File: src/hdl/conv_pkg.sv
package conv_pkg;

	localparam int IMG_W = 6;
	localparam int IMG_H = 6;
	localparam int KSIZE = 3;
	localparam int TAPS = KSIZE * KSIZE;
	localparam int IN_CH = 2;
	localparam int OUT_CH = 4;

	localparam int DATA_W = 8;
	localparam int PROD_W = 2 * DATA_W;
	localparam int BIAS_W = 16;
	// 18 products plus the bias, signed
	localparam int ACC_W = 21;
	localparam int TAG_W = 3;

	localparam int OUT_W = IMG_W - 2;
	localparam int OUT_H = IMG_H - 2;
	localparam int WEIGHT_WORDS = OUT_CH * TAPS;
	localparam int FIFO_DEPTH = 4;
	// delay between the end of one window row and the head of the next
	localparam int LINE_LEN = IMG_W - KSIZE;

	typedef logic signed [DATA_W-1:0] data_t;
	typedef data_t [IN_CH-1:0] pixel_t;
	typedef logic signed [PROD_W-1:0] prod_t;
	typedef logic signed [BIAS_W-1:0] bias_t;
	typedef logic signed [ACC_W-1:0] acc_t;
	typedef logic [TAG_W-1:0] tag_t;

	typedef acc_t [OUT_CH-1:0] result_t;
	typedef pixel_t [OUT_CH-1:0][TAPS-1:0] weight_bank_t;
	typedef bias_t [OUT_CH-1:0] bias_bank_t;

	// tap index is window row * 3 + window column
	typedef struct packed {
		pixel_t [TAPS-1:0] taps;
		tag_t              row;
		tag_t              col;
	} window_t;

	typedef logic [$clog2(WEIGHT_WORDS + 1)-1:0] wcnt_t;
	typedef logic [$clog2(OUT_CH + 1)-1:0] bcnt_t;
	typedef logic [$clog2(FIFO_DEPTH + 1)-1:0] slot_t;
	typedef logic [$clog2(FIFO_DEPTH)-1:0] ptr_t;

	localparam tag_t WIN_START = tag_t'(KSIZE - 1);

endpackage

File: src/hdl/window_if.sv
`timescale 1ns/1ps

// window stream with credit return
interface window_if;

	logic              valid;
	conv_pkg::window_t window;
	// one pulse per popped entry
	logic              credit;

	modport producer (
		output valid,
		output window,
		input  credit
	);

	modport buffer (
		input  valid,
		input  window,
		output credit
	);

endinterface

File: src/hdl/window_fifo.sv
`timescale 1ns/1ps

module window_fifo #(
	parameter type payload_t = conv_pkg::window_t
) (
	input  logic     clk,
	input  logic     rst,
	window_if.buffer win,
	output logic     fifo_valid,
	input  logic     fifo_pop,
	output payload_t fifo_data
);

	payload_t        mem [conv_pkg::FIFO_DEPTH];
	conv_pkg::ptr_t  wr_ptr;
	conv_pkg::ptr_t  rd_ptr;
	conv_pkg::slot_t count;
	logic            pop;

	function automatic conv_pkg::ptr_t next_ptr(conv_pkg::ptr_t p);
		return (p == conv_pkg::ptr_t'(conv_pkg::FIFO_DEPTH - 1)) ? '0 : p + 1'b1;
	endfunction

	// head entry is visible without a read cycle
	assign fifo_valid = (count != '0);
	assign fifo_data  = mem[rd_ptr];
	assign pop        = fifo_pop && fifo_valid;

	// no full check, the producer only writes against credit
	always_ff @(posedge clk)
	begin
		if (win.valid)
			mem[wr_ptr] <= win.window;
	end

	always_ff @(posedge clk or posedge rst)
	begin
		if (rst)
		begin
			wr_ptr     <= '0;
			rd_ptr     <= '0;
			count      <= '0;
			win.credit <= 1'b0;
		end
		else
		begin
			if (win.valid)
				wr_ptr <= next_ptr(wr_ptr);
			if (pop)
				rd_ptr <= next_ptr(rd_ptr);
			case ({win.valid, pop})
				2'b10:   count <= count + 1'b1;
				2'b01:   count <= count - 1'b1;
				default: count <= count;
			endcase
			win.credit <= pop;
		end
	end

endmodule

File: src/flat_wrapper.sv
// flat-port wrapper written by rule: the top's interface ports become plain ports
module window_fifo_flat 
#(
	parameter type payload_t = conv_pkg::window_t
)
  (clk, rst, fifo_valid, fifo_pop, fifo_data, win_valid, win_window, win_credit);
  window_if win_i ();
  input  logic clk;
  input  logic rst;
  output logic fifo_valid;
  input  logic fifo_pop;
  output payload_t fifo_data;
  input wire logic [$bits(win_i.valid)-1:0] win_valid;
  input wire logic [$bits(win_i.window)-1:0] win_window;
  output wire logic [$bits(win_i.credit)-1:0] win_credit;
  assign win_i.valid = win_valid;
  assign win_i.window = win_window;
  assign win_credit = win_i.credit;
  window_fifo #(.payload_t(payload_t)) u_core (.clk(clk), .rst(rst), .win(win_i), .fifo_valid(fifo_valid), .fifo_pop(fifo_pop), .fifo_data(fifo_data));
endmodule
File: config.mk
export PLATFORM = sky130hd
export DESIGN_NAME = window_fifo_flat
export DESIGN_NICKNAME = d
export VERILOG_FILES = /design/src/hdl/conv_pkg.sv /design/src/hdl/window_if.sv /design/src/hdl/window_fifo.sv /design/src/flat_wrapper.sv
export SDC_FILE = /design/constraint.sdc
export NUM_CORES = 1
export LEC_CHECK = 0
export BUFFER_PORTS_ARGS = -buffer_cell sky130_fd_sc_hd__buf_2
export CORE_ASPECT_RATIO = 0.7
export CORE_UTILIZATION = 55
export DETAILED_ROUTE_END_ITERATION = 8
export MAX_ROUTING_LAYER = met4
export PLACE_DENSITY_LB_ADDON = 0.2
export SLEW_MARGIN = 20
export SYNTH_ARGS = -nofsm -noshare
export SYNTH_HDL_FRONTEND = slang
export SYNTH_SLANG_ARGS = --single-unit
File: constraint.sdc
create_clock -name clk -period 14.4 [get_ports clk]
set_clock_uncertainty 0.1 [all_clocks]
set_input_delay 0.72 -clock clk [delete_from_list [all_inputs] [get_ports clk]]
set_output_delay 0.72 -clock clk [all_outputs]
set_load 0.02 [all_outputs]
Word level (Yosys, flattened, before mapping). Memories as Yosys holds them, arrays and structs flattened. Index checks and enable logic that the tools add are counted. Widths: inputs -> output; s select.

Register bits after elaboration: 8. RAM bits: 600. Input bits: 154. Output and inout bits: 152. Logic and storage cells: 21. Memories kept: 1.

Memories: u_core.mem (words 4, width 150, rd ports 1, clocked after Yosys merged registers in 0, write ports 1, RTL line window_fifo.sv:14) `payload_t mem [conv_pkg::FIFO_DEPTH];`.

Add/sub/neg operators: 4. Equal/unequal tests: 4. Multiplexer cells: 5. Reductions and logical operators: 3.

Operator list (number): $eq 2x2->1 const B (3); $pmux 3 s2 (1); $add 2x1->2 const B (2); $mux 2 (2); $add 3x1->3 const B (1); $reduce_bool 3->1 (1); $sub 3x1->3 const B (1); $eq 2x1->1 const B (1); $mux 1 (2); $reduce_bool 2->1 (1); $logic_and 1x1->1 (1).

Depth between registers and ports, before layout.
Depth in word-level cells: 4. Gate-level depth with buffers: 9. Mapped depth without buffers: 9.

Least setup slack after synthesis. OpenSTA, ideal clock, no wires.

Kind: in2reg. Start: input win_valid. End: memory u_core.mem[0][0] (netlist name), enable pin. Arrival time: 4.143 ns. Required time: 13.773 ns. Setup slack: 9.630 ns. Stages on the path: 1. Cell sequence: and2_1.

Word-level cells in the longest chain between the ends: 2.

RTL lines: start, declared (RTL line flat_wrapper.sv:13) `input wire logic [$bits(win_i.valid)-1:0] win_valid;`; $mux 1 (RTL line window_fifo.sv:32) `if (win.valid)`; $mux 1 (not written as such) (RTL line window_fifo.sv:33) `mem[wr_ptr] <= win.window;`; end, declared (RTL line window_fifo.sv:14).

No other way between the ends.

==> run_summary.xml <==
<?xml version="1.0" encoding="UTF-8"?>
<metrics>
  <group name="outcome">
    <metric name="outcome" unit="">complete, no violations</metric>
  </group>
  <group name="critical_path">
    <metric name="ff2ff_path_depth" unit="">3</metric>
    <metric name="timing.critical_path.to_type" unit="">primary output</metric>
    <metric name="crit_fanout" unit="">48</metric>
    <metric name="timing_worst_setup_path_type" unit="">flop to primary output</metric>
    <metric name="crit_path_start_kind" unit="">flop</metric>
    <metric name="critPathArrivalTime" unit="ps">3610</metric>
    <metric name="worst-r2r-setup-slack" unit="ps">11780</metric>
    <metric name="required_time_of_the_critical_path" unit="ps">13580</metric>
    <metric name="reg2reg_to" unit="">u_core.rd_ptr[1]</metric>
    <metric name="reg2reg_from" unit="">u_core.rd_ptr[1]</metric>
  </group>
  <group name="drt">
    <metric name="route.vias.total" unit="">9718</metric>
    <metric name="route.detailed.drc" unit="">0</metric>
    <metric name="post_drt_via_cell_ratio" unit="">5.57</metric>
    <metric name="antenna_left" unit="">0</metric>
    <metric name="drt-total-wl" unit="um">41000</metric>
    <metric name="drt-wirelength-per-cell" unit="um">23.5</metric>
    <metric name="detailedRoute.firstPassIterationCount" unit="">4</metric>
    <metric name="detailedRoute.firstIterationViolations" unit="">651</metric>
  </group>
  <group name="power_and_ir_drop">
    <metric name="clkPwrFrac" unit="%">24.9</metric>
    <metric name="max-vdd-ir-drop" unit="mV">0.168</metric>
    <metric name="leakage" unit="nW">8.75</metric>
    <metric name="swShare" unit="%">31.0</metric>
    <metric name="p_per_area" unit="mW/mm2">206</metric>
    <metric name="combinational_fraction_of_design_power" unit="%">30.6</metric>
    <metric name="switchingPower" unit="W">0.00165</metric>
    <metric name="pwr-share-seq" unit="%">44.5</metric>
    <metric name="p_int" unit="W">0.00367</metric>
  </group>
  <group name="clock_network">
    <metric name="post_cts_hold_buffer_count" unit="">0</metric>
    <metric name="post_cts_resize_count" unit="">0</metric>
    <metric name="cts_htree_levels" unit="">2</metric>
    <metric name="max-clock-path-buffers" unit="">3</metric>
    <metric name="post_cts_buffers" unit="">0</metric>
    <metric name="numCtsBuffers" unit="">53</metric>
    <metric name="cts.reportedPaths.clkPinSlew" unit="ps">60</metric>
    <metric name="cts.sink_count" unit="">608</metric>
    <metric name="tritoncts" unit="">built</metric>
    <metric name="clkLatencyLatePin" unit="ps">570</metric>
    <metric name="clockRootBuffer" unit="">clkbuf_16</metric>
  </group>
  <group name="cells_and_area">
    <metric name="post_route_cells_drive_above_1_share" unit="%">45.0</metric>
    <metric name="fillCellCount" unit="">2480</metric>
    <metric name="area_occupied_by_multi_input_gates" unit="mm2">0.00360</metric>
    <metric name="layout-area-overhead-vs-synth" unit="%">16.9</metric>
    <metric name="mostFrequentLayoutCell" unit="">edfxtp_1</metric>
    <metric name="most-common-layout-cells" unit="">edfxtp_1 (600), buf_2 (305), mux4_2 (150)</metric>
    <metric name="regArea" unit="mm2">0.0182</metric>
    <metric name="layout.nets" unit="">1326</metric>
  </group>
  <group name="grt">
    <metric name="antenna_violations_before_repair" unit="">13</metric>
    <metric name="grt_first_pass_wirelength" unit="um">60800</metric>
    <metric name="groute.usage.overall" unit="%">20.9</metric>
    <metric name="grt_start_max_net_pins" unit="">67</metric>
    <metric name="first_global_vias" unit="">10066</metric>
    <metric name="overflow" unit="">0</metric>
  </group>
  <group name="hold_path">
    <metric name="hold_path_class" unit="">input port to async pin</metric>
  </group>
  <group name="synth">
    <metric name="ys_warn_count" unit="">0</metric>
    <metric name="yosys_register_bits" unit="">608</metric>
    <metric name="yosys.cell_types.count" unit="">19</metric>
    <metric name="netlist_instances" unit="">825</metric>
    <metric name="synth_sequential_area_ratio" unit="%">82.5</metric>
    <metric name="synth.net_count" unit="">986</metric>
    <metric name="synth.avg_cell_area" unit="um2">26.8</metric>
    <metric name="post_synth_instance_area" unit="mm2">0.0221</metric>
  </group>
  <group name="die">
    <metric name="core_area" unit="mm2">0.0390</metric>
    <metric name="placement_rows" unit="">60</metric>
    <metric name="die_area" unit="mm2">0.0409</metric>
    <metric name="floorplan.die.width" unit="um">241</metric>
    <metric name="start_util" unit="%">56.6</metric>
    <metric name="num_io_pins" unit="">306</metric>
    <metric name="floorplan.die.height" unit="um">170</metric>
  </group>
  <group name="sta">
    <metric name="setup_viol" unit="">0</metric>
    <metric name="setup-tns-final" unit="ps">0</metric>
    <metric name="rsz0062_at_grt" unit="">false</metric>
    <metric name="timing.final.crit_share" unit="%">30.7</metric>
    <metric name="fmax" unit="MHz">226</metric>
    <metric name="maxSlewHeadroom" unit="%">31.2</metric>
    <metric name="tightestPinTransition" unit="ps">1030</metric>
    <metric name="timing_hold_violations_final" unit="">0</metric>
    <metric name="final_critical_path_setup_slack" unit="ps">9970</metric>
    <metric name="period_needed" unit="ps">4430</metric>
    <metric name="maxSlewViolCount" unit="">0</metric>
  </group>
  <group name="placed_design">
    <metric name="place_ws" unit="ps">10400</metric>
    <metric name="post-dp-hpwl" unit="um">24600</metric>
    <metric name="io_buffers" unit="">305</metric>
    <metric name="routabilityCongestion" unit="">0.761</metric>
  </group>
  <group name="run">
    <metric name="cap_viol_max_count" unit="">0</metric>
  </group>
</metrics>
metrics by stage:
stage	cell area, um2	hold slack (ps)	instances	utilization, %	power (W)
finish	25800	20.7	1744	66.2	0.00532
global route	25800	22.8	1743	66.2	0.00555
CTS	25700	3.68	1729	66.1	0.00538
detailed placement	24100	371	1636	62.0	0.00406
global placement	24100	348	1636	62.0	0.00404
floorplan	22100	334	825	-	0.00358
how the worst max path moves through the flow:
stage	startpoint	to	slack [ps]	cells after the start
final	u_core.rd_ptr[0]	fifo_data[95]	9970	4
after global routing	u_core.rd_ptr[0]	fifo_data[91]	9600	4
after CTS	u_core.rd_ptr[0]	fifo_data[95]	9780	4
after detailed placement	u_core.rd_ptr[0]	fifo_data[67]	10400	4
after global placement	u_core.rd_ptr[0]	fifo_data[102]	10420	4
after floorplan	win_valid	u_core.mem[0][0]	9630	1
final cells by class:
type | instances | area share, %
Multi-Input combinational cell | 175 | 14.0
Clock buffer | 74 | 5.69
Sequential cell | 608 | 70.6
Tap cell | 527 | 2.56
Clock inverter | 19 | 0.519
Timing Repair Buffer | 319 | 6.40
Antenna cell | 14 | 0.136
Inverter | 8 | 0.116
layer usage:
metal  vias up  part of all wire [%]  global-route usage, %
met1      5135                    43                   28.8
met4         0                   1.3                   4.43
met5         -                     0                      -
li1       4267                     -                      -
met3        52                   7.5                   5.84
met2       264                    48                   31.6
critical path, cell delays in order (launching register included):
cell	delay, ps
dfrtp_4	590
buf_4	790
buf_4	800
mux4_2	600
buf_2	180
synth_stat cells:
cell type  instances  area (um2)
and2_1             4        25.0
buf_2             18        90.1
buf_4              1        7.51
buf_6             10         113
clkbuf_1           5        18.8
dfrtp_1            8         200
edfxtp_1         600       18000
fa_1               1        20.0
ha_1               6        75.1
inv_1              8        30.0
mux2_2             2        22.5
mux2i_1            1        10.0
mux4_2           150        3380
nand2_1            2        7.51
nor2_1             2        7.51
o21ai_0            2        10.0
or3_1              2        12.5
xnor2_1            1        8.76
xor2_1             2        17.5
kinds of logic after synthesis:
logic type	Yosys count	synth area share [%]
AND/OR/NAND/NOR	10	0.238
multiplexers	153	15.5
AO/OA/AOI/OAI	2	0.0454
buffers and inverters	42	1.17
XOR/XNOR	3	0.119
adder cells (fa/ha/maj)	7	0.431
flip-flops	608	82.5
power by group through the flow:
stage / Sequential, W / Combinational (W) / Clock (W)
global route: 0.00239 / 0.00174 / 0.00142
CTS: 0.00237 / 0.00166 / 0.00135
finish: 0.00236 / 0.00163 / 0.00132
floorplan: 0.00238 / 0.00119 / 0
global placement: 0.00240 / 0.00165 / 0
detailed placement: 0.00241 / 0.00166 / 0
sequential cells by signal, summed over array words and instances (netlist names):
| signal | count |
|---|---|
| u_core.mem | 600 |
| u_core.wr_ptr | 2 |
| u_core.rd_ptr | 2 |
| u_core.win.credit | 1 |
| u_core.count | 3 |
No activity file was read; power rests on OpenSTA's default activity.
