--- src/hdl/conv_pkg.sv ---
package conv_pkg;

	localparam int IMG_W = 6;
	localparam int IMG_H = 6;
	localparam int KSIZE = 3;
	localparam int TAPS = KSIZE * KSIZE;
	localparam int IN_CH = 2;
	localparam int OUT_CH = 4;

	localparam int DATA_W = 8;
	localparam int PROD_W = 2 * DATA_W;
	localparam int BIAS_W = 16;
	// 18 products plus the bias, signed
	localparam int ACC_W = 21;
	localparam int TAG_W = 3;

	localparam int OUT_W = IMG_W - 2;
	localparam int OUT_H = IMG_H - 2;
	localparam int WEIGHT_WORDS = OUT_CH * TAPS;
	localparam int FIFO_DEPTH = 4;
	// delay between the end of one window row and the head of the next
	localparam int LINE_LEN = IMG_W - KSIZE;

	typedef logic signed [DATA_W-1:0] data_t;
	typedef data_t [IN_CH-1:0] pixel_t;
	typedef logic signed [PROD_W-1:0] prod_t;
	typedef logic signed [BIAS_W-1:0] bias_t;
	typedef logic signed [ACC_W-1:0] acc_t;
	typedef logic [TAG_W-1:0] tag_t;

	typedef acc_t [OUT_CH-1:0] result_t;
	typedef pixel_t [OUT_CH-1:0][TAPS-1:0] weight_bank_t;
	typedef bias_t [OUT_CH-1:0] bias_bank_t;

	// tap index is window row * 3 + window column
	typedef struct packed {
		pixel_t [TAPS-1:0] taps;
		tag_t              row;
		tag_t              col;
	} window_t;

	typedef logic [$clog2(WEIGHT_WORDS + 1)-1:0] wcnt_t;
	typedef logic [$clog2(OUT_CH + 1)-1:0] bcnt_t;
	typedef logic [$clog2(FIFO_DEPTH + 1)-1:0] slot_t;
	typedef logic [$clog2(FIFO_DEPTH)-1:0] ptr_t;

	localparam tag_t WIN_START = tag_t'(KSIZE - 1);

endpackage

--- src/hdl/coef_loader.sv ---
`timescale 1ns/1ps

module coef_loader (
	input  logic                   clk,
	input  logic                   rst,
	input  logic                   weight_valid,
	input  conv_pkg::pixel_t       weight_data,
	input  logic                   bias_valid,
	input  conv_pkg::bias_t        bias_data,
	output conv_pkg::weight_bank_t weights,
	output conv_pkg::bias_bank_t   biases,
	output logic                   loaded
);

	conv_pkg::pixel_t [conv_pkg::WEIGHT_WORDS-1:0] w_chain;
	conv_pkg::bias_t [conv_pkg::OUT_CH-1:0]        b_chain;

	conv_pkg::wcnt_t w_count;
	conv_pkg::wcnt_t w_count_nxt;
	conv_pkg::bcnt_t b_count;
	conv_pkg::bcnt_t b_count_nxt;
	logic            w_full;
	logic            b_full;

	// chain index is channel * TAPS + tap
	assign weights = w_chain;
	assign biases  = b_chain;

	// newest word at the tail, oldest ends at index 0
	always_ff @(posedge clk)
	begin
		if (weight_valid)
			w_chain <= {weight_data, w_chain[conv_pkg::WEIGHT_WORDS-1:1]};
		if (bias_valid)
			b_chain <= {bias_data, b_chain[conv_pkg::OUT_CH-1:1]};
	end

	assign w_full = (w_count == conv_pkg::wcnt_t'(conv_pkg::WEIGHT_WORDS));
	assign b_full = (b_count == conv_pkg::bcnt_t'(conv_pkg::OUT_CH));

	// a word after a full set starts the set over
	always_comb
	begin
		w_count_nxt = w_count;
		b_count_nxt = b_count;
		if (weight_valid)
			w_count_nxt = w_full ? conv_pkg::wcnt_t'(1) : w_count + 1'b1;
		if (bias_valid)
			b_count_nxt = b_full ? conv_pkg::bcnt_t'(1) : b_count + 1'b1;
	end

	always_ff @(posedge clk or posedge rst)
	begin
		if (rst)
		begin
			w_count <= '0;
			b_count <= '0;
			loaded  <= 1'b0;
		end
		else
		begin
			w_count <= w_count_nxt;
			b_count <= b_count_nxt;
			loaded  <= (w_count_nxt == conv_pkg::wcnt_t'(conv_pkg::WEIGHT_WORDS)) &&
				(b_count_nxt == conv_pkg::bcnt_t'(conv_pkg::OUT_CH));
		end
	end

endmodule

--- config.mk ---
export PLATFORM = sky130hd
export DESIGN_NAME = coef_loader
export DESIGN_NICKNAME = d
export VERILOG_FILES = /design/src/hdl/conv_pkg.sv /design/src/hdl/coef_loader.sv
export SDC_FILE = /design/constraint.sdc
export NUM_CORES = 1
export LEC_CHECK = 0
export ABC_AREA = 1
export BUFFER_PORTS_ARGS = -buffer_cell sky130_fd_sc_hd__buf_2
export CORE_AREA = 2 2 266 268
export CTS_BUF_LIST = sky130_fd_sc_hd__clkbuf_2
export DETAILED_ROUTE_END_ITERATION = 8
export DIE_AREA = 0 0 268 270
export PLACE_DENSITY = 0.5
export REMOVE_ABC_BUFFERS = 1
export SLEW_MARGIN = 20
export SYNTH_ARGS = -nofsm -noshare
export SYNTH_HDL_FRONTEND = slang
export SYNTH_SLANG_ARGS = --single-unit
--- constraint.sdc ---
create_clock -name clk -period 3.5 [get_ports clk]
set_input_delay 0.875 -clock clk [delete_from_list [all_inputs] [get_ports clk]]
set_output_delay 0.875 -clock clk [all_outputs]
set_load 0.005 [all_outputs]
Word-level counts from Yosys, hierarchy flattened
Index checks and enable logic that the tools add are counted.
Word-level totals
  output and inout bits: 641
  latch bits: 0
  memory bits (read-only): 0
  register bits after elaboration: 650
  memories kept: 0
  memory bits (writable): 0
Operators by class
  equal/unequal tests: 4
  bitwise operators: 0
  reductions and logical operators: 1
  $add $sub $neg: 2
  muxes and demuxes: 4
  divide/modulo/power cells: 0
  magnitude comparators: 0
  shift operators: 0
  multipliers: 0
Operator list (count)
  6-bit equality test, second input constant: 2
  6-bit two-way mux: 2
  6-bit by 1-bit adder with 6-bit output, second input constant: 1
  3-bit equality test, second input constant: 2
  3-bit two-way mux: 2
  3-bit by 1-bit adder with 3-bit output, second input constant: 1
  1-bit logical AND: 1

Longest topological paths before layout
Gate-level depths: netlist of the first run.
  word-level depth: 5
  gate-level depth with buffers: 9

Worst setup path before layout of the first run
No wires, ideal clock.
  path type: input-to-reg
  start: in weight_valid
  end: reg loaded
  setup time: 0.080 ns
  stages: 6
  arrival: 1.389 ns
  data required time: 3.420 ns
  slack: 2.031 ns
  buffers on the path: 0
  cell sequence: nand2_2 > nor2_2 > nand3_1 > nand2_1 > nand2_1 > nor3_2
On the way
  word-level cells in the longest chain between the ends: 3
Ends and longest elaborated chain
  start, declared: RTL line coef_loader.sv:6  | input logic weight_valid,
  6-bit two-way mux: RTL line coef_loader.sv:46  | if (weight_valid)
  6-bit equality test: RTL line coef_loader.sv:64  | loaded <= (w_count_nxt == conv_pkg::wcnt_t'(conv_pkg::WEIGHT_WORDS)) &&
  1-bit logical AND: RTL line coef_loader.sv:64
  end signal, assigned: RTL line coef_loader.sv:64
  end, declared: RTL line coef_loader.sv:12  | output logic loaded
No other way between the ends.
A chain may end at the register's enable or synchronous reset.

Worst setup path after layout of the first run
  start: reg w_chain, in the netlist weights[281]
  end: out weights[281] in the netlist's numbering
RTL lines
  start, declared: RTL line coef_loader.sv:15  | conv_pkg::pixel_t [conv_pkg::WEIGHT_WORDS-1:0] w_chain;
  start signal, assigned: RTL line coef_loader.sv:33  | w_chain <= {weight_data, w_chain[conv_pkg::WEIGHT_WORDS-1:1]};
  end, declared: RTL line coef_loader.sv:10  | output conv_pkg::weight_bank_t weights,
No word-level cell between the ends.

==> flow_metrics.tcl, run 1 <==
set metrics [dict create \
    grt_first_pass_wirelength_um 72100 \
    pin_count 677 \
    htreeDepth 4 \
    grt_max_degree 93 \
    synth-seq-cells 650 \
    numCtsBuffers 168 \
    grt-ovfl-total 0 \
    endpoint_kind "primary output" \
    synthCells 715 \
    critical-path-top-delay-family "flip-flops" \
    dr.pass1.iters 4 \
    status "complete, no violations" \
    path_clk_slew_ns 0.10 \
    dp_hpwl_um 36800 \
    finalPower_uw 15600 \
    ant_nets 0 \
    fin_area_sq_mm 0.0265 \
    cts-root-buf "clkbuf_2" \
    vias 10700 \
    worstPathBufferInverterCount 1 \
    synth_area_per_cell_sq_um 27.7 \
    final_core_util 0.381 \
    viasPerCell 3.99 \
    critPathArrivalTime_ns 1.95 \
    dieArea_sq_mm 0.0724 \
    die_y_um 270 \
    syn2layout_area_growth_pct 33.9 \
    fillerInstances 6597 \
    fin_skew_ns 0.0764 \
    nNetsFinal 1661 \
    slew_violations 0 \
    clk_path_buf_depth 3 \
    ff_latch_area_sq_mm 0.0195 \
    worstSetupPathType "reg -> out" \
    rsz0062_at_grt "false" \
    drv_cap 0 \
    tritoncts "built" \
    maxSlewHeadroom 0.514 \
    period_minus_slack_ns 2.83 \
    fp.coreArea_sq_mm 0.0695 \
    ir_worst_vdd_mv 0.276 \
    yosysSeqAreaShare 0.984 \
    clk_latency_ns 1.24 \
    hold_ws_ns 0.339 \
    yosysTopAreaCellShare 0.971 \
    hold_path_class "in -> reg" \
    crit_chain "buf_2" \
    clock_sinks 650 \
    cp_slowest_cell "edfxtp_1" \
    netlist-cell-type-count 15 \
    gp_congestion 0.807 \
    grt_pass1_vias 11100 \
    die_w_um 268 \
    leakagePower_uw 0.0107 \
    p_per_area_mw_per_mm2 587 \
    startpoint_type "flip-flop" \
    finalHoldViolCount 0 \
    synth_area_leaders "edfxtp_1, dfrtp_1, nand2_1" \
    critPathRequiredTime_ns 2.62 \
    row_count 97 \
    period_share 0.808 \
    grt_use_total 0.136 \
    synth_area_sq_mm 0.0198 \
    max_stage_delay_ns 0.51 \
    drtIter0Drc 533 \
    wl_um 50800 \
    worst_slew_pin_slew_ns 0.729 \
    wire_per_inst_um 19.0 \
    drive_gt1_frac 0.554 \
    antenna_found_initial 2 \
    setup_viol 0 \
    portBuffers 676 \
    multi_input_area_sq_um 263 \
    finalSetupTns_ns 0 \
    crit_fanout 2 \
    ys.warnings.count 0 \
    fmax_mhz 353 \
    yosysTopAreaCell "edfxtp_1" \
    initial_core_util 0.285 \
    remaining_drc_errors 0 \
    dpl_cell_area_sq_mm 0.0246 \
]
==> sequential cells by signal, summed over array words and instances, names as in the netlist <==
name     flops
weights    576
biases      64
w_count      6
b_count      3
loaded       1
==> cells in the final DEF (no fill, tap or decap), drive strengths merged <==
cell         instances
nand2               22
clkinv              32
nand3b               1
a21oi                1
nor2                10
buf                698
diode                1
dlygate4sd3         38
inv                 23
nand4                2
ha                   4
dfrtp               10
edfxtp             640
xnor2                2
bufinv               3
nor3                 1
clkbuf             246
nand3                4
clkinvlp             2
o21bai               2
==> cell type report <==
type / count / area share
Antenna cell: 1 / 0.0000944
Inverter: 16 / 0.00227
Tap cell: 940 / 0.0444
Clock buffer: 246 / 0.0464
Timing Repair Buffer: 736 / 0.151
Multi-Input combinational cell: 49 / 0.00991
Sequential cell: 650 / 0.734
Clock inverter: 44 / 0.0116
==> metrics by stage <==
step           cells  setup slack (ns)
6_report        2682             0.671
5_1_grt         2682             0.422
3_3_place_gp    2353              1.19
2_1_floorplan    715              2.03
3_5_place_dp    2353              1.15
4_1_cts         2681             0.296
==> cells by family (layout without fill, tap and decap cells) <==
kind of cell               Yosys count  in the layout  synth area share
xor gates and xnor gates             2              2          0.000885
and+or+nand+nor                     40             40           0.00885
AOI/OAI and AO/OA                    3              3           0.00101
adders and majority gates            4              4           0.00253
other                                0              1                 0
DFF                                650            650             0.984
buffers and inverters               16           1042           0.00303
==> worst paths after layout <==
kind | from | endpoint | slack (ns) | depth (start not counted)
setup / recovery | weights[281] | weights[281] | 0.67 | 1
hold / removal | weight_data[11] | weights[571] | 0.34 | 2
setup reg to reg | w_count[0] | loaded | 2.09 | 9
hold reg to reg | weights[101] | weights[85] | 0.38 | 0
max in group asynchronous | rst | b_count[1] | 2.41 | 4
min in group asynchronous | rst | w_count[0] | 0.77 | 4
==> synth_stat cells (all sizes together) <==
master,number
dfrtp,10
nand2,22
ha,4
nor3,1
edfxtp,640
nand3,4
o21bai,2
nor2,10
xnor2,2
nand3b,1
a21oi,1
inv,16
nand4,2
==> metal layers <==
metal	vias up	share of wire	track usage	wire length (um)
li1	4772	-	-	-
met1	5285	0.37	0.145	18900
met2	568	0.50	0.225	25200
met3	78	0.11	0.0693	5680
met4	0	0.021	0.0587	1090
met5	-	0	0	0
==> timing repair <==
item | CTS | global route
resized for setup | 0 | 0
hold buffers | 38 | 0
hold endpoints to repair | 113 | 0
buffers inserted | 0 | 0
==> report_power, final <==
part           internal [uW]  leakage (uW)  switching (uW)
sequential              9110       0.00638             295
combinational            405       0.00317             562
clock                   2130       0.00116            3070
total                  11600        0.0107            3920
No activity file was read; power rests on OpenSTA's default activity.
==> inputs of run 2 (changes only) <==
--- a/config.mk
+++ b/config.mk
@@ -7,11 +7,11 @@
 export LEC_CHECK = 0
 export ABC_AREA = 1
 export BUFFER_PORTS_ARGS = -buffer_cell sky130_fd_sc_hd__buf_2
-export CORE_AREA = 2 2 266 268
+export CORE_AREA = 2 2 261 263
 export CTS_BUF_LIST = sky130_fd_sc_hd__clkbuf_2
 export DETAILED_ROUTE_END_ITERATION = 8
-export DIE_AREA = 0 0 268 270
-export PLACE_DENSITY = 0.5
+export DIE_AREA = 0 0 263 265
+export PLACE_DENSITY = 0.52
 export REMOVE_ABC_BUFFERS = 1
 export SLEW_MARGIN = 20
 export SYNTH_ARGS = -nofsm -noshare
==> constraint.sdc (replaced) <==
create_clock -name clk -period 2.75 [get_ports clk]
set_input_delay 0.6875 -clock clk [delete_from_list [all_inputs] [get_ports clk]]
set_output_delay 0.6875 -clock clk [all_outputs]
set_load 0.005 [all_outputs]
==> flow_metrics.tcl, run 2 (synthesis gave the netlist of run 1 again) <==
set metrics [dict create \
    clk_latency_ns 1.23 \
    syn2layout_area_growth_pct 40.3 \
    critical-path-top-delay-family "flip-flops" \
    crit_fanout 2 \
    dpl_cell_area_sq_mm 0.0246 \
    tritoncts "built" \
    final_cell_mix "buf_2, edfxtp_1, clkbuf_2" \
    critPathRequiredTime_ns 2.06 \
    dr.pass1.iters 4 \
    startpoint_type "flip-flop" \
    gp_congestion 0.841 \
    drtIter0Drc 763 \
    viasPerCell 4.11 \
    p_per_area_mw_per_mm2 715 \
    dieArea_sq_mm 0.0697 \
    grt_max_degree 78 \
    vias 11400 \
    finalHoldViolCount 0 \
    nNetsFinal 1811 \
    path_clk_slew_ns 0.09 \
    grt_first_pass_wirelength_um 76200 \
    fin_area_sq_mm 0.0278 \
    fmax_mhz 382 \
    worstSetupPathType "reg -> out" \
    row_count 95 \
    worstPathBufferInverterCount 1 \
    leakagePower_uw 0.0114 \
    numCtsBuffers 164 \
    slew_violations 0 \
    clk_path_buf_depth 3 \
    largest_reg_flops 576 \
    max_stage_delay_ns 0.52 \
    grt_pass1_vias 11800 \
    ir_worst_vdd_mv 0.369 \
    rsz0062_at_grt "true" \
    grt-ovfl-total 0 \
    setup_viol 0 \
    dp_hpwl_um 38100 \
    worst_slew_pin_slew_ns 0.749 \
    fin_ws_ns 0.132 \
    pre_cts_slack_ns 0.656 \
    initial_core_util 0.296 \
    htreeDepth 4 \
    wire_per_inst_um 19.5 \
    status "complete, no violations" \
    drv_cap 0 \
    grt_use_total 0.150 \
    pin_count 677 \
    portBuffers 676 \
    period_minus_slack_ns 2.62 \
    crit_chain "buf_2" \
    cts-root-buf "clkbuf_2" \
    drive_gt1_frac 0.566 \
    fin_skew_ns 0.0937 \
    die_w_um 263 \
    fp.coreArea_sq_mm 0.0668 \
    clock_sinks 650 \
    critPathArrivalTime_ns 1.93 \
    period_share 0.952 \
    remaining_drc_errors 0 \
    antenna_found_initial 6 \
    hold_ws_ns 0.256 \
    endpoint_kind "primary output" \
    finalSetupTns_ns 0 \
    ant_nets 0 \
    hold_path_class "in -> reg" \
    maxSlewHeadroom 0.501 \
    layout_commonest_cell "buf_2" \
    die_y_um 265 \
    cp_slowest_cell "edfxtp_1" \
    wl_um 53800 \
]
-- run 2: cell count changes in the layout (fill, tap and decap cells not counted) --
cell	before	now
inv_8	3	0
buf_6	0	23
buf_4	17	141
clkinv_4	2	4
buf_12	5	8
inv_2	0	1
clkbuf_2	246	222
buf_2	675	652
dlygate4sd3_1	38	65
clkinv_1	27	42
diode_2	1	2
-- run 2: path summary, 6_finish.rpt --
kind	from	end	slack (ns)	cells after the start
max	weights[359]	weights[359]	0.13	1
min	weight_data[7]	weights[567]	0.26	2
max reg2reg	w_count[1]	loaded	1.37	9
min reg2reg	weights[421]	weights[405]	0.37	0
max in group asynchronous	rst	b_count[0]	1.88	4
min in group asynchronous	rst	w_count[3]	0.54	4
-- run 2: area by class of cell --
type                            instances  area [sq um]
Clock inverter                         59           352
Inverter                               16          60.1
Tap cell                              873          1090
Antenna cell                            2          5.00
Timing Repair Buffer                  890          5410
Clock buffer                          222          1110
Fill cell                            6143         39000
Multi-Input combinational cell         49           263
Sequential cell                       650         19500
-- run 2: metal layers --
layer	vias to the layer above	global-route usage	routed length [um]
met4	0	0.0709	1580
met1	5563	0.159	19200
li1	5077	-	-
met2	619	0.248	26600
met3	101	0.0766	6410
met5	-	0	0
-- run 2: through the flow --
| step | std cells | power, uW | utilization |
|---|---|---|---|
| finish | 2761 | 19800 | 0.416 |
| global route | 2761 | 20900 | 0.416 |
| CTS | 2744 | 20200 | 0.413 |
| detailed placement | 2294 | 13400 | 0.368 |
| global placement | 2294 | 13400 | 0.368 |
| floorplan | 715 | 12400 | - |
-- run 2: timing repair --
item / in CTS / in global routing
resized for setup: 27 / 7
setup buffers: 104 / 15
pin swaps: 0 / 0
hold endpoints to repair: 315 / 0
endpoints found under the setup margin: 192 / 91
hold buffers: 65 / 0
-- run 2: power breakdown --
part / total, uW / switching (uW) / internal (uW)
registers: 12000 / 371 / 11600
clock network: 6420 / 3910 / 2510
logic: 1460 / 781 / 682
total: 19800 / 5060 / 14800
