[src/hdl/conv_pkg.sv]
package conv_pkg;

	localparam int IMG_W = 6;
	localparam int IMG_H = 6;
	localparam int KSIZE = 3;
	localparam int TAPS = KSIZE * KSIZE;
	localparam int IN_CH = 2;
	localparam int OUT_CH = 4;

	localparam int DATA_W = 8;
	localparam int PROD_W = 2 * DATA_W;
	localparam int BIAS_W = 16;
	// 18 products plus the bias, signed
	localparam int ACC_W = 21;
	localparam int TAG_W = 3;

	localparam int OUT_W = IMG_W - 2;
	localparam int OUT_H = IMG_H - 2;
	localparam int WEIGHT_WORDS = OUT_CH * TAPS;
	localparam int FIFO_DEPTH = 4;
	// delay between the end of one window row and the head of the next
	localparam int LINE_LEN = IMG_W - KSIZE;

	typedef logic signed [DATA_W-1:0] data_t;
	typedef data_t [IN_CH-1:0] pixel_t;
	typedef logic signed [PROD_W-1:0] prod_t;
	typedef logic signed [BIAS_W-1:0] bias_t;
	typedef logic signed [ACC_W-1:0] acc_t;
	typedef logic [TAG_W-1:0] tag_t;

	typedef acc_t [OUT_CH-1:0] result_t;
	typedef pixel_t [OUT_CH-1:0][TAPS-1:0] weight_bank_t;
	typedef bias_t [OUT_CH-1:0] bias_bank_t;

	// tap index is window row * 3 + window column
	typedef struct packed {
		pixel_t [TAPS-1:0] taps;
		tag_t              row;
		tag_t              col;
	} window_t;

	typedef logic [$clog2(WEIGHT_WORDS + 1)-1:0] wcnt_t;
	typedef logic [$clog2(OUT_CH + 1)-1:0] bcnt_t;
	typedef logic [$clog2(FIFO_DEPTH + 1)-1:0] slot_t;
	typedef logic [$clog2(FIFO_DEPTH)-1:0] ptr_t;

	localparam tag_t WIN_START = tag_t'(KSIZE - 1);

endpackage

[src/hdl/window_if.sv]
`timescale 1ns/1ps

// window stream with credit return
interface window_if;

	logic              valid;
	conv_pkg::window_t window;
	// one pulse per popped entry
	logic              credit;

	modport producer (
		output valid,
		output window,
		input  credit
	);

	modport buffer (
		input  valid,
		input  window,
		output credit
	);

endinterface

[src/hdl/line_window.sv]
`timescale 1ns/1ps

module line_window (
	input  logic             clk,
	input  logic             rst,
	input  logic             pixel_valid,
	input  conv_pkg::pixel_t pixel_data,
	output logic             pixel_ready,
	input  logic             loaded,
	window_if.producer       win
);

	// win_r[i][j] holds window row i, column j
	conv_pkg::pixel_t [conv_pkg::KSIZE-1:0][conv_pkg::KSIZE-1:0] win_r;
	conv_pkg::pixel_t [conv_pkg::LINE_LEN-1:0]                   line1;
	conv_pkg::pixel_t [conv_pkg::LINE_LEN-1:0]                   line2;

	conv_pkg::tag_t    row;
	conv_pkg::tag_t    col;
	conv_pkg::tag_t    tag_row;
	conv_pkg::tag_t    tag_col;
	conv_pkg::slot_t   credits;
	conv_pkg::window_t win_word;
	logic              accept;
	logic              emit;

	assign pixel_ready = loaded && (credits != '0);
	assign accept      = pixel_valid && pixel_ready;
	assign emit        = accept && (row >= conv_pkg::WIN_START) && (col >= conv_pkg::WIN_START);

	// shift chain: pixel -> bottom row -> line1 -> middle row -> line2 -> top row
	always_ff @(posedge clk)
	begin
		if (accept)
		begin
			for (int i = 0; i < conv_pkg::KSIZE; i++)
			begin
				for (int j = 0; j < conv_pkg::KSIZE - 1; j++)
					win_r[i][j] <= win_r[i][j+1];
			end
			win_r[2][conv_pkg::KSIZE-1] <= pixel_data;
			line1 <= {win_r[2][0], line1[conv_pkg::LINE_LEN-1:1]};
			win_r[1][conv_pkg::KSIZE-1] <= line1[0];
			line2 <= {win_r[1][0], line2[conv_pkg::LINE_LEN-1:1]};
			win_r[0][conv_pkg::KSIZE-1] <= line2[0];
			tag_row <= row - conv_pkg::WIN_START;
			tag_col <= col - conv_pkg::WIN_START;
		end
	end

	always_comb
	begin
		win_word.taps = win_r;
		win_word.row  = tag_row;
		win_word.col  = tag_col;
	end

	assign win.window = win_word;

	always_ff @(posedge clk or posedge rst)
	begin
		if (rst)
		begin
			row       <= '0;
			col       <= '0;
			credits   <= conv_pkg::slot_t'(conv_pkg::FIFO_DEPTH);
			win.valid <= 1'b0;
		end
		else
		begin
			win.valid <= emit;
			// raster position of the next pixel
			if (accept)
			begin
				if (col == conv_pkg::tag_t'(conv_pkg::IMG_W - 1))
				begin
					col <= '0;
					if (row == conv_pkg::tag_t'(conv_pkg::IMG_H - 1))
						row <= '0;
					else
						row <= row + 1'b1;
				end
				else
				begin
					col <= col + 1'b1;
				end
			end
			// credit is taken when the window is committed
			case ({win.credit, emit})
				2'b10:   credits <= credits + 1'b1;
				2'b01:   credits <= credits - 1'b1;
				default: credits <= credits;
			endcase
		end
	end

endmodule

[src/flat_wrapper.sv]
// flat-port wrapper written by rule: the top's interface ports become plain ports
module line_window_flat 
  (clk, rst, pixel_valid, pixel_data, pixel_ready, loaded, win_valid, win_window, win_credit);
  window_if win_i ();
  input  logic clk;
  input  logic rst;
  input  logic pixel_valid;
  input  conv_pkg::pixel_t pixel_data;
  output logic pixel_ready;
  input  logic loaded;
  output wire logic [$bits(win_i.valid)-1:0] win_valid;
  output wire logic [$bits(win_i.window)-1:0] win_window;
  input wire logic [$bits(win_i.credit)-1:0] win_credit;
  assign win_valid = win_i.valid;
  assign win_window = win_i.window;
  assign win_i.credit = win_credit;
  line_window u_core (.clk(clk), .rst(rst), .pixel_valid(pixel_valid), .pixel_data(pixel_data), .pixel_ready(pixel_ready), .loaded(loaded), .win(win_i));
endmodule
[config.mk]
export PLATFORM = sky130hd
export DESIGN_NAME = line_window_flat
export DESIGN_NICKNAME = d
export VERILOG_FILES = /design/src/hdl/conv_pkg.sv /design/src/hdl/window_if.sv /design/src/hdl/line_window.sv /design/src/flat_wrapper.sv
export SDC_FILE = /design/constraint.sdc
export NUM_CORES = 1
export LEC_CHECK = 0
export CORE_AREA = 4 4 154 97
export CTS_CLUSTER_SIZE = 8
export DETAILED_ROUTE_END_ITERATION = 8
export DIE_AREA = 0 0 158 101
export DONT_BUFFER_PORTS = 1
export GPL_TIMING_DRIVEN = 0
export HOLD_SLACK_MARGIN = 0.08
export PLACE_DENSITY = 0.74
export SYNTH_ARGS = -nofsm -noshare
export SYNTH_HDL_FRONTEND = slang
export SYNTH_SLANG_ARGS = --single-unit
export TNS_END_PERCENT = 50
[constraint.sdc]
create_clock -name clk -period 7 [get_ports clk]
set_clock_uncertainty 0.05 [all_clocks]
set_input_delay 0.7 -clock clk [delete_from_list [all_inputs] [get_ports clk]]
set_output_delay 0.7 -clock clk [all_outputs]
set_load 0.005 [all_outputs]
[After elaboration in Yosys (flattened, before gate mapping)]
Cells that the tools add are included.
Operators by class
  add/sub/neg operators: 6
  magnitude comparators: 2
  equality and inequality tests: 4
  multiplexer cells: 3
  reductions and logical operators: 7
Operators by type and width (count)
  3-bit by 1-bit adder with 3-bit output (second input constant): 3
  3-bit equality test (second input constant): 2
  3-bit by 2-bit >= comparator with 1-bit output (second input constant): 2
  3-bit two-way mux: 2
  3-bit case mux with 2 select lines: 1
  3-bit by 2-bit subtractor with 3-bit output (second input constant): 2
  1-bit logical AND: 4
  3-bit nonzero test: 1
  3-bit by 1-bit subtractor with 3-bit output (second input constant): 1
  2-bit by 1-bit equality test with 1-bit output (second input constant): 1
  2-bit equality test (second input constant): 1
  2-bit AND reduction: 1
  2-bit nonzero test: 1
Word-level totals
  register bits: 256
  input port bits: 21
  word-level logic and storage cells: 58

[Logic depth before layout (Yosys ltp)]
Gate-level depths: netlist of the first run.
  word-level depth: 7
  mapped depth: 9
  gate-level depth less buffers: 9

[Worst setup path after synthesis of the first run]
Ideal clock, no wire load.
  kind: input to register
  start: input loaded
  end: register u_core.credits[2]
  setup time: 75 ps
  arrival: 3898 ps
  slack: 2977 ps
  stages: 8
  buffers on the path: 0
  path through: o311a_4 > nor3b_1 > ha_1 > inv_1 > fa_1 > xor2_1 > nor2_1 > xor2_1
On the way
  cells in the longest elaborated chain, start to end: 6
  elaborated cells on any way between the ends: 8
  classes of those cells: eq/ne (2); mux (1); reduce/logical (5)
Ends and longest elaborated chain
  start: declaration: line flat_wrapper.sv:10  | input logic loaded;
  1-bit logical AND (*): line line_window.sv:27  | assign pixel_ready = loaded && (credits != '0);
  1-bit logical AND (*): line line_window.sv:28  | assign accept = pixel_valid && pixel_ready;
  1-bit logical AND (*) (2 in a row): line line_window.sv:29  | assign emit = accept && (row >= conv_pkg::WIN_START) && (col >= conv_pkg::WIN_START);
  via u_core.emit: line line_window.sv:25  | logic emit;
  2-bit by 1-bit equality test with 1-bit output / 2-bit equality test (equally long branches): line line_window.sv:89  | case ({win.credit, emit})
  3-bit case mux with 2 select lines / 2-bit nonzero test (equally long branches)
  end signal: assignment: line line_window.sv:90  | 2'b10: credits <= credits + 1'b1;
  end signal: assignment: line line_window.sv:91  | 2'b01: credits <= credits - 1'b1;
  end signal: assignment: line line_window.sv:92  | default: credits <= credits;
  end: declaration: line line_window.sv:22  | conv_pkg::slot_t credits;
Mark *: on every way through the listed nets, which the timed path passes. The rest lies on a longest branch.
A chain may end at the register's enable or synchronous reset.

[Worst setup path after layout of the first run]
  start: register u_core.credits[2]
  end: register u_core.credits[2]
On the way
  cells in the longest elaborated chain, start to end: 7
  elaborated cells on any way between the ends: 11
  classes of those cells: add/sub (2); eq/ne (2); mux (1); reduce/logical (6)
Ends and longest elaborated chain
  start signal: assignment: line line_window.sv:66  | credits <= conv_pkg::slot_t'(conv_pkg::FIFO_DEPTH);
  start signal: assignment: line line_window.sv:90
  start signal: assignment: line line_window.sv:91
  3-bit nonzero test (*): line line_window.sv:27
  1-bit logical AND (*): line line_window.sv:27
  1-bit logical AND (*): line line_window.sv:28
  via u_core.accept: line line_window.sv:24  | logic accept;
  1-bit logical AND (*) (2 in a row): line line_window.sv:29
  via u_core.emit: line line_window.sv:25
  2-bit by 1-bit equality test with 1-bit output / 2-bit equality test (equally long branches): line line_window.sv:89
  3-bit case mux with 2 select lines / 2-bit nonzero test (equally long branches)
Marked as above.

==> results of run 1 <==
==> placed cells by master, fill, tap and decap left out, types with 2 or more instances in the layout <==
cell type / count
buf_16: 3
clkbuf_1: 21
clkbuf_16: 39
dfrtp_1: 9
edfxtp_1: 246
ha_1: 3
inv_1: 11
mux2i_1: 3
nand2_1: 2
nor2_1: 3
xnor2_1: 2
xor2_1: 3
==> through the flow <==
stage / hold slack [ns] / std cells / util [%] / power, uW / instance area (um2)
6_report: 0.269 / 533 / 69.4 / 3790 / 9310
5_1_grt: 0.243 / 533 / 69.4 / 3960 / 9310
4_1_cts: 0.247 / 533 / 69.4 / 3850 / 9310
3_5_place_dp: 0.355 / 471 / 61.4 / 2250 / 8240
3_3_place_gp: 0.350 / 468 / 60.8 / 2230 / 8150
2_1_floorplan: 0.350 / 293 / - / 2170 / 7930
==> power by group through the flow <==
stage | logic (uW) | clock network (uW) | registers [uW]
5_1_grt | 208 | 1700 | 2060
3_3_place_gp | 159 | 0 | 2070
2_1_floorplan | 129 | 0 | 2040
6_report | 182 | 1570 | 2040
3_5_place_dp | 185 | 0 | 2070
4_1_cts | 187 | 1620 | 2040
==> layout make-up <==
cell class	instances	area share (%)
Sequential cell	256	82.1
Tap cell	175	2.35
Multi-Input combinational cell	26	2.73
Inverter	11	0.444
Clock inverter	1	0.0941
Timing Repair Buffer	4	0.995
Clock buffer	60	11.3
==> layer usage <==
metal	global-route usage, %	up-vias
met5	0	-
met4	5.31	0
met3	8.58	16
met2	17.9	163
met1	15.8	1361
li1	-	1256
==> flip-flops by register name, summed over array words and instances, names as in the netlist <==
| signal | cells |
|---|---|
| u_core.win.window | 144 |
| u_core.line1 | 48 |
| u_core.line2 | 48 |
| u_core.col | 3 |
| u_core.credits | 3 |
| u_core.row | 3 |
| u_core.tag_col | 3 |
| u_core.tag_row | 3 |
| u_core.win.valid | 1 |
==> logic make-up after synthesis <==
family	count (synthesis)	synth area share, %
compound gates	2	0.379
xor+xnor	5	0.552
fa+ha+maj	4	0.725
buf+inv	11	0.520
flops	256	96.3
mux	5	0.710
simple gates	10	0.836
==> worst paths after layout <==
kind                              startpoint                      to  slack [ns]  depth (start not counted)
hold reg to reg             u_core.line2[27]        u_core.line2[11]        0.36                          0
setup / recovery           u_core.credits[2]       u_core.credits[2]        4.21                          8
min in group asynchronous                rst       u_core.credits[1]        0.61                          2
setup reg to reg           u_core.credits[2]       u_core.credits[2]        4.21                          8
hold / removal                 pixel_data[8]  u_core.win.window[142]        0.27                          0
max in group asynchronous                rst       u_core.credits[2]        5.96                          2
==> critical path: stages, from the launching register on <==
cell	delay [ns]
dfstp_2	0.56
o311a_4	0.61
nor3b_1	0.34
ha_1	0.25
inv_1	0.07
fa_1	0.39
xor2_1	0.16
nor2_1	0.11
xor2_1	0.17
==> repair_timing <==
action                    in CTS  in global routing
hold endpoints to repair       9                  0
gates resized for setup        0                  0
hold buffers                   1                  0
==> qor.yml, run 1 <==
post_cts_buffers: 0
synth_area_per_cell_um2: 27.1
io_buffers: 0
n_antenna_cell: 0
synthTopCellsByArea: "edfxtp_1, dfrtp_1, inv_1"
synth.most_common_cell: "edfxtp_1"
path_clk_slew_ns: 0.05
core_um2: 13400
maxCapViolCount: 0
cts_tree: "built"
swShare_pct: 20.7
post-route-period-util_pct: 39.8
clk_latency_ns: 0.47
syn_inst: 293
pre_cts_slack_ns: 4.01
drc: 0
worst_pin_slew_ns: 0.671
highest_layer: "met4"
wl_met3_mm: 1.41
synthArstFlopShare_pct: 3.91
synth_nets: 318
ant_nets: 0
ioPinCount: 173
yosys_warnings: 0
intPower_uw: 3000
setup_ws_ns: 4.21
critPathKind: "reg2reg"
cts.sinks: 256
fillCellCount: 788
yosysTopAreaCellShare_pct: 93.1
p_leak_uw: 0.00313
relSlewSlack_pct: 55.3
grt.total_usage_pct: 12.8
dpl.hpwl_mm: 6.11
synth_top_area_cell: "edfxtp_1"
multi_input_area_um2: 254
synthTopCellsByCount: "edfxtp_1, inv_1, dfrtp_1"
finalCriticalPeriod_ns: 2.79
setup_viol: 0
synth_ff_type: "edfxtp_1"
antenna_found_initial: 0
syn2layout_area_growth_pct: 17.3
ys_types: 20
dieArea_um2: 16000
rsz0062_at_grt: "no"
routedWlPerCell_um: 19.2
dr.pass1.iters: 4
cts_made_buffers: 37
dr.first_iter.drc_count: 183
arrival_ns: 3.13
die_w_um: 158
seq_area_frac_synth_pct: 96.3
hold_path_class: "in2reg"
syn-cell-area_um2: 7930
cts-root-buf: "clkbuf_16"
wl_met1_mm: 4.23
grt_pass1_vias: 2837
dr_wl_met2_mm: 4.42
register_area_um2: 7640
required_ns: 7.35
finalHoldViolCount: 0
power.density_nw_per_um2: 407
grt_start_max_net_pins: 76
vias: 2796
drive_gt1_share_pct: 13.7
die_y_um: 101
startpoint_type: "flop"
clockPowerShare_pct: 41.3
ys_ff_latch: 256
synth_edf_count: 246
slew_viol_final: 0
combPwrFrac_pct: 4.8
htreeDepth: 2
status: "completed"
cts_max_path_buffers: 3
fmax_mhz: 359
rows: 33
drt-total-wl_mm: 10.2
p_switching_uw: 784
path_max_fanout: 49
initial_core_util_pct: 59.1
via_per_inst: 5.25
gp_congestion: 0.746
grt_first_pass_wirelength_mm: 15.6
cp-end-kind: "flop"
ir_drop_uv: 210
setup_tns_ns: 0
gr-total-overflow: 0
seqPwrFrac_pct: 53.8
fin_nets: 361
Note: power is estimated with default switching activity, not from simulation.
==> run 2: changes to the inputs <==
==> constraint.sdc (replaced) <==
create_clock -name clk -period 2.6 [get_ports clk]
set_clock_uncertainty 0.05 [all_clocks]
set_input_delay 0.26 -clock clk [delete_from_list [all_inputs] [get_ports clk]]
set_output_delay 0.26 -clock clk [all_outputs]
set_load 0.005 [all_outputs]
==> qor.yml, run 2 (synthesized netlist as in run 1, its figures left out) <==
status: "completed"
core_um2: 13400  # unchanged
vias: 2904  # +3.9%
grt_first_pass_wirelength_mm: 17.4  # +11%
dr.pass1.iters: 4  # unchanged
critPathKind: "reg2reg"
required_ns: 2.95  # -4.40 ns
arrival_ns: 2.79  # -0.34 ns
finalCriticalPeriod_ns: 2.45  # -0.340 ns
p_leak_uw: 0.00322  # +2.9%
antenna_found_initial: 0  # unchanged
cts_tree: "built"
die_w_um: 158  # unchanged
dpl.hpwl_mm: 6.19  # +1.3%
grt_pass1_vias: 3049  # +7.5%
fin_nets: 385  # +6.6%
drive_gt1_share_pct: 15.1  # +1.4 points
worst_pin_slew_ns: 0.522  # -0.149 ns
cts_max_path_buffers: 3  # unchanged
cts-root-buf: "clkbuf_16"
via_per_inst: 5.31  # +1.2%
post-route-period-util_pct: 94.1  # +54 points
relSlewSlack_pct: 65.2  # +9.9 points
largest_register_ffs: 144  # unchanged
grt_start_max_net_pins: 71  # -6.6%
power.density_nw_per_um2: 1060  # +160%
die_y_um: 101  # unchanged
fillCellCount: 762  # -3.3%
final_common_cell: "edfxtp_1"
layout_common_cells: "edfxtp_1, clkbuf_16, dlygate4sd3_1"
dr.first_iter.drc_count: 175  # -4.4%
maxCapViolCount: 0  # unchanged
finalHoldViolCount: 0  # unchanged
routedWlPerCell_um: 21.3  # +11%
ioPinCount: 173  # unchanged
syn2layout_area_growth_pct: 19.9
gr-total-overflow: 0  # unchanged
ant_nets: 0  # unchanged
grt.total_usage_pct: 14.5  # +1.7 points
startpoint_type: "flop"
slew_viol_final: 0  # unchanged
drc: 0  # unchanged
initial_core_util_pct: 59.1  # unchanged
path_max_fanout: 20  # -59%
rsz0062_at_grt: "no"
n_antenna_cell: 0  # unchanged
utilization_pct: 70.9  # +1.5 points
hold_path_class: "in2reg"
cp-end-kind: "flop"
setup_viol: 0  # unchanged
clk_latency_ns: 0.47  # about the same
total_power_uw: 10100  # +170%
cts.sinks: 256  # unchanged
cts_made_buffers: 37  # unchanged
drt-total-wl_mm: 11.6  # +14%
io_buffers: 0  # unchanged
path_clk_slew_ns: 0.05  # about the same
dieArea_um2: 16000  # unchanged
ir_drop_uv: 630  # +200%
rows: 33  # unchanged
gp_congestion: 0.700  # -6.2%
htreeDepth: 2  # unchanged
fmax_mhz: 409  # +14%
## run 2: area by class of cell
cell class	instances	area [um2]	area share [%]
Tap cell	175	219	2.30
Inverter	11	41.3	0.434
Clock buffer	51	978	10.3
Multi-Input combinational cell	28	294	3.09
Sequential cell	256	7640	80.3
Timing Repair Buffer	26	340	3.58
## run 2: per-stage QoR
step           setup WS (ns)  hold WS [ns]  instances  instance area (um2)  setup TNS [ns]
3_3_place_gp           -1.85        0.0913        468                 8160         -187.82
3_5_place_dp          -0.587         0.116        471                 8240          -0.988
4_1_cts               0.0581        0.0881        543                 9460               0
6_report               0.154        0.0999        547                 9510               0
5_1_grt               0.0191         0.123        547                 9510               0
2_1_floorplan          -1.23        0.0495        293                 7940          -62.63
## run 2: path summary, 6_finish.rpt
check                                  start                end  slack, ns  depth (start not counted)
setup / recovery           u_core.credits[2]  u_core.credits[2]       0.15                          9
hold / removal                    win_credit  u_core.credits[0]        0.1                          3
setup reg to reg           u_core.credits[2]  u_core.credits[2]       0.15                          9
hold reg to reg             u_core.line2[43]   u_core.line2[27]       0.36                          0
max in group asynchronous                rst  u_core.credits[2]       1.96                          2
min in group asynchronous                rst  u_core.credits[1]       0.21                          2
## run 2: timing repair
action / CTS / global route
endpoints found under the setup margin: 2 / 1
gates resized for setup: 1 / 2
endpoints found under the hold margin: 26 / 0
setup buffers: 1 / 3
pin swaps: 1 / 0
gates cloned: 3 / 1
hold buffers: 17 / 0
## run 2: metal layers
| layer | vias up | global-route usage, % | wire, um |
|---|---|---|---|
| met4 | 0 | 4.00 | 80 |
| met5 | - | 0 | 0 |
| met3 | 6 | 9.18 | 1630 |
| met1 | 1435 | 18.2 | 4610 |
| met2 | 162 | 21.3 | 5320 |
| li1 | 1301 | - | - |
## run 2: where the power goes
group          internal (uW)  switching, uW  total, uW  leakage [uW]
combinational            249            362        610      0.000334
sequential              5190            327       5520       0.00242
clock                   2560           1440       3990      0.000472
## run 2: worst max-delay path, cell delays in order (launching register included)
cell and delay (ns):
dfstp_2 0.57, o311a_4 0.27, buf_16 0.18, nor3b_4 0.23, ha_2 0.23, inv_1 0.06, fa_1 0.37, xor2_1 0.15
nor2_1 0.11, xor2_1 0.15
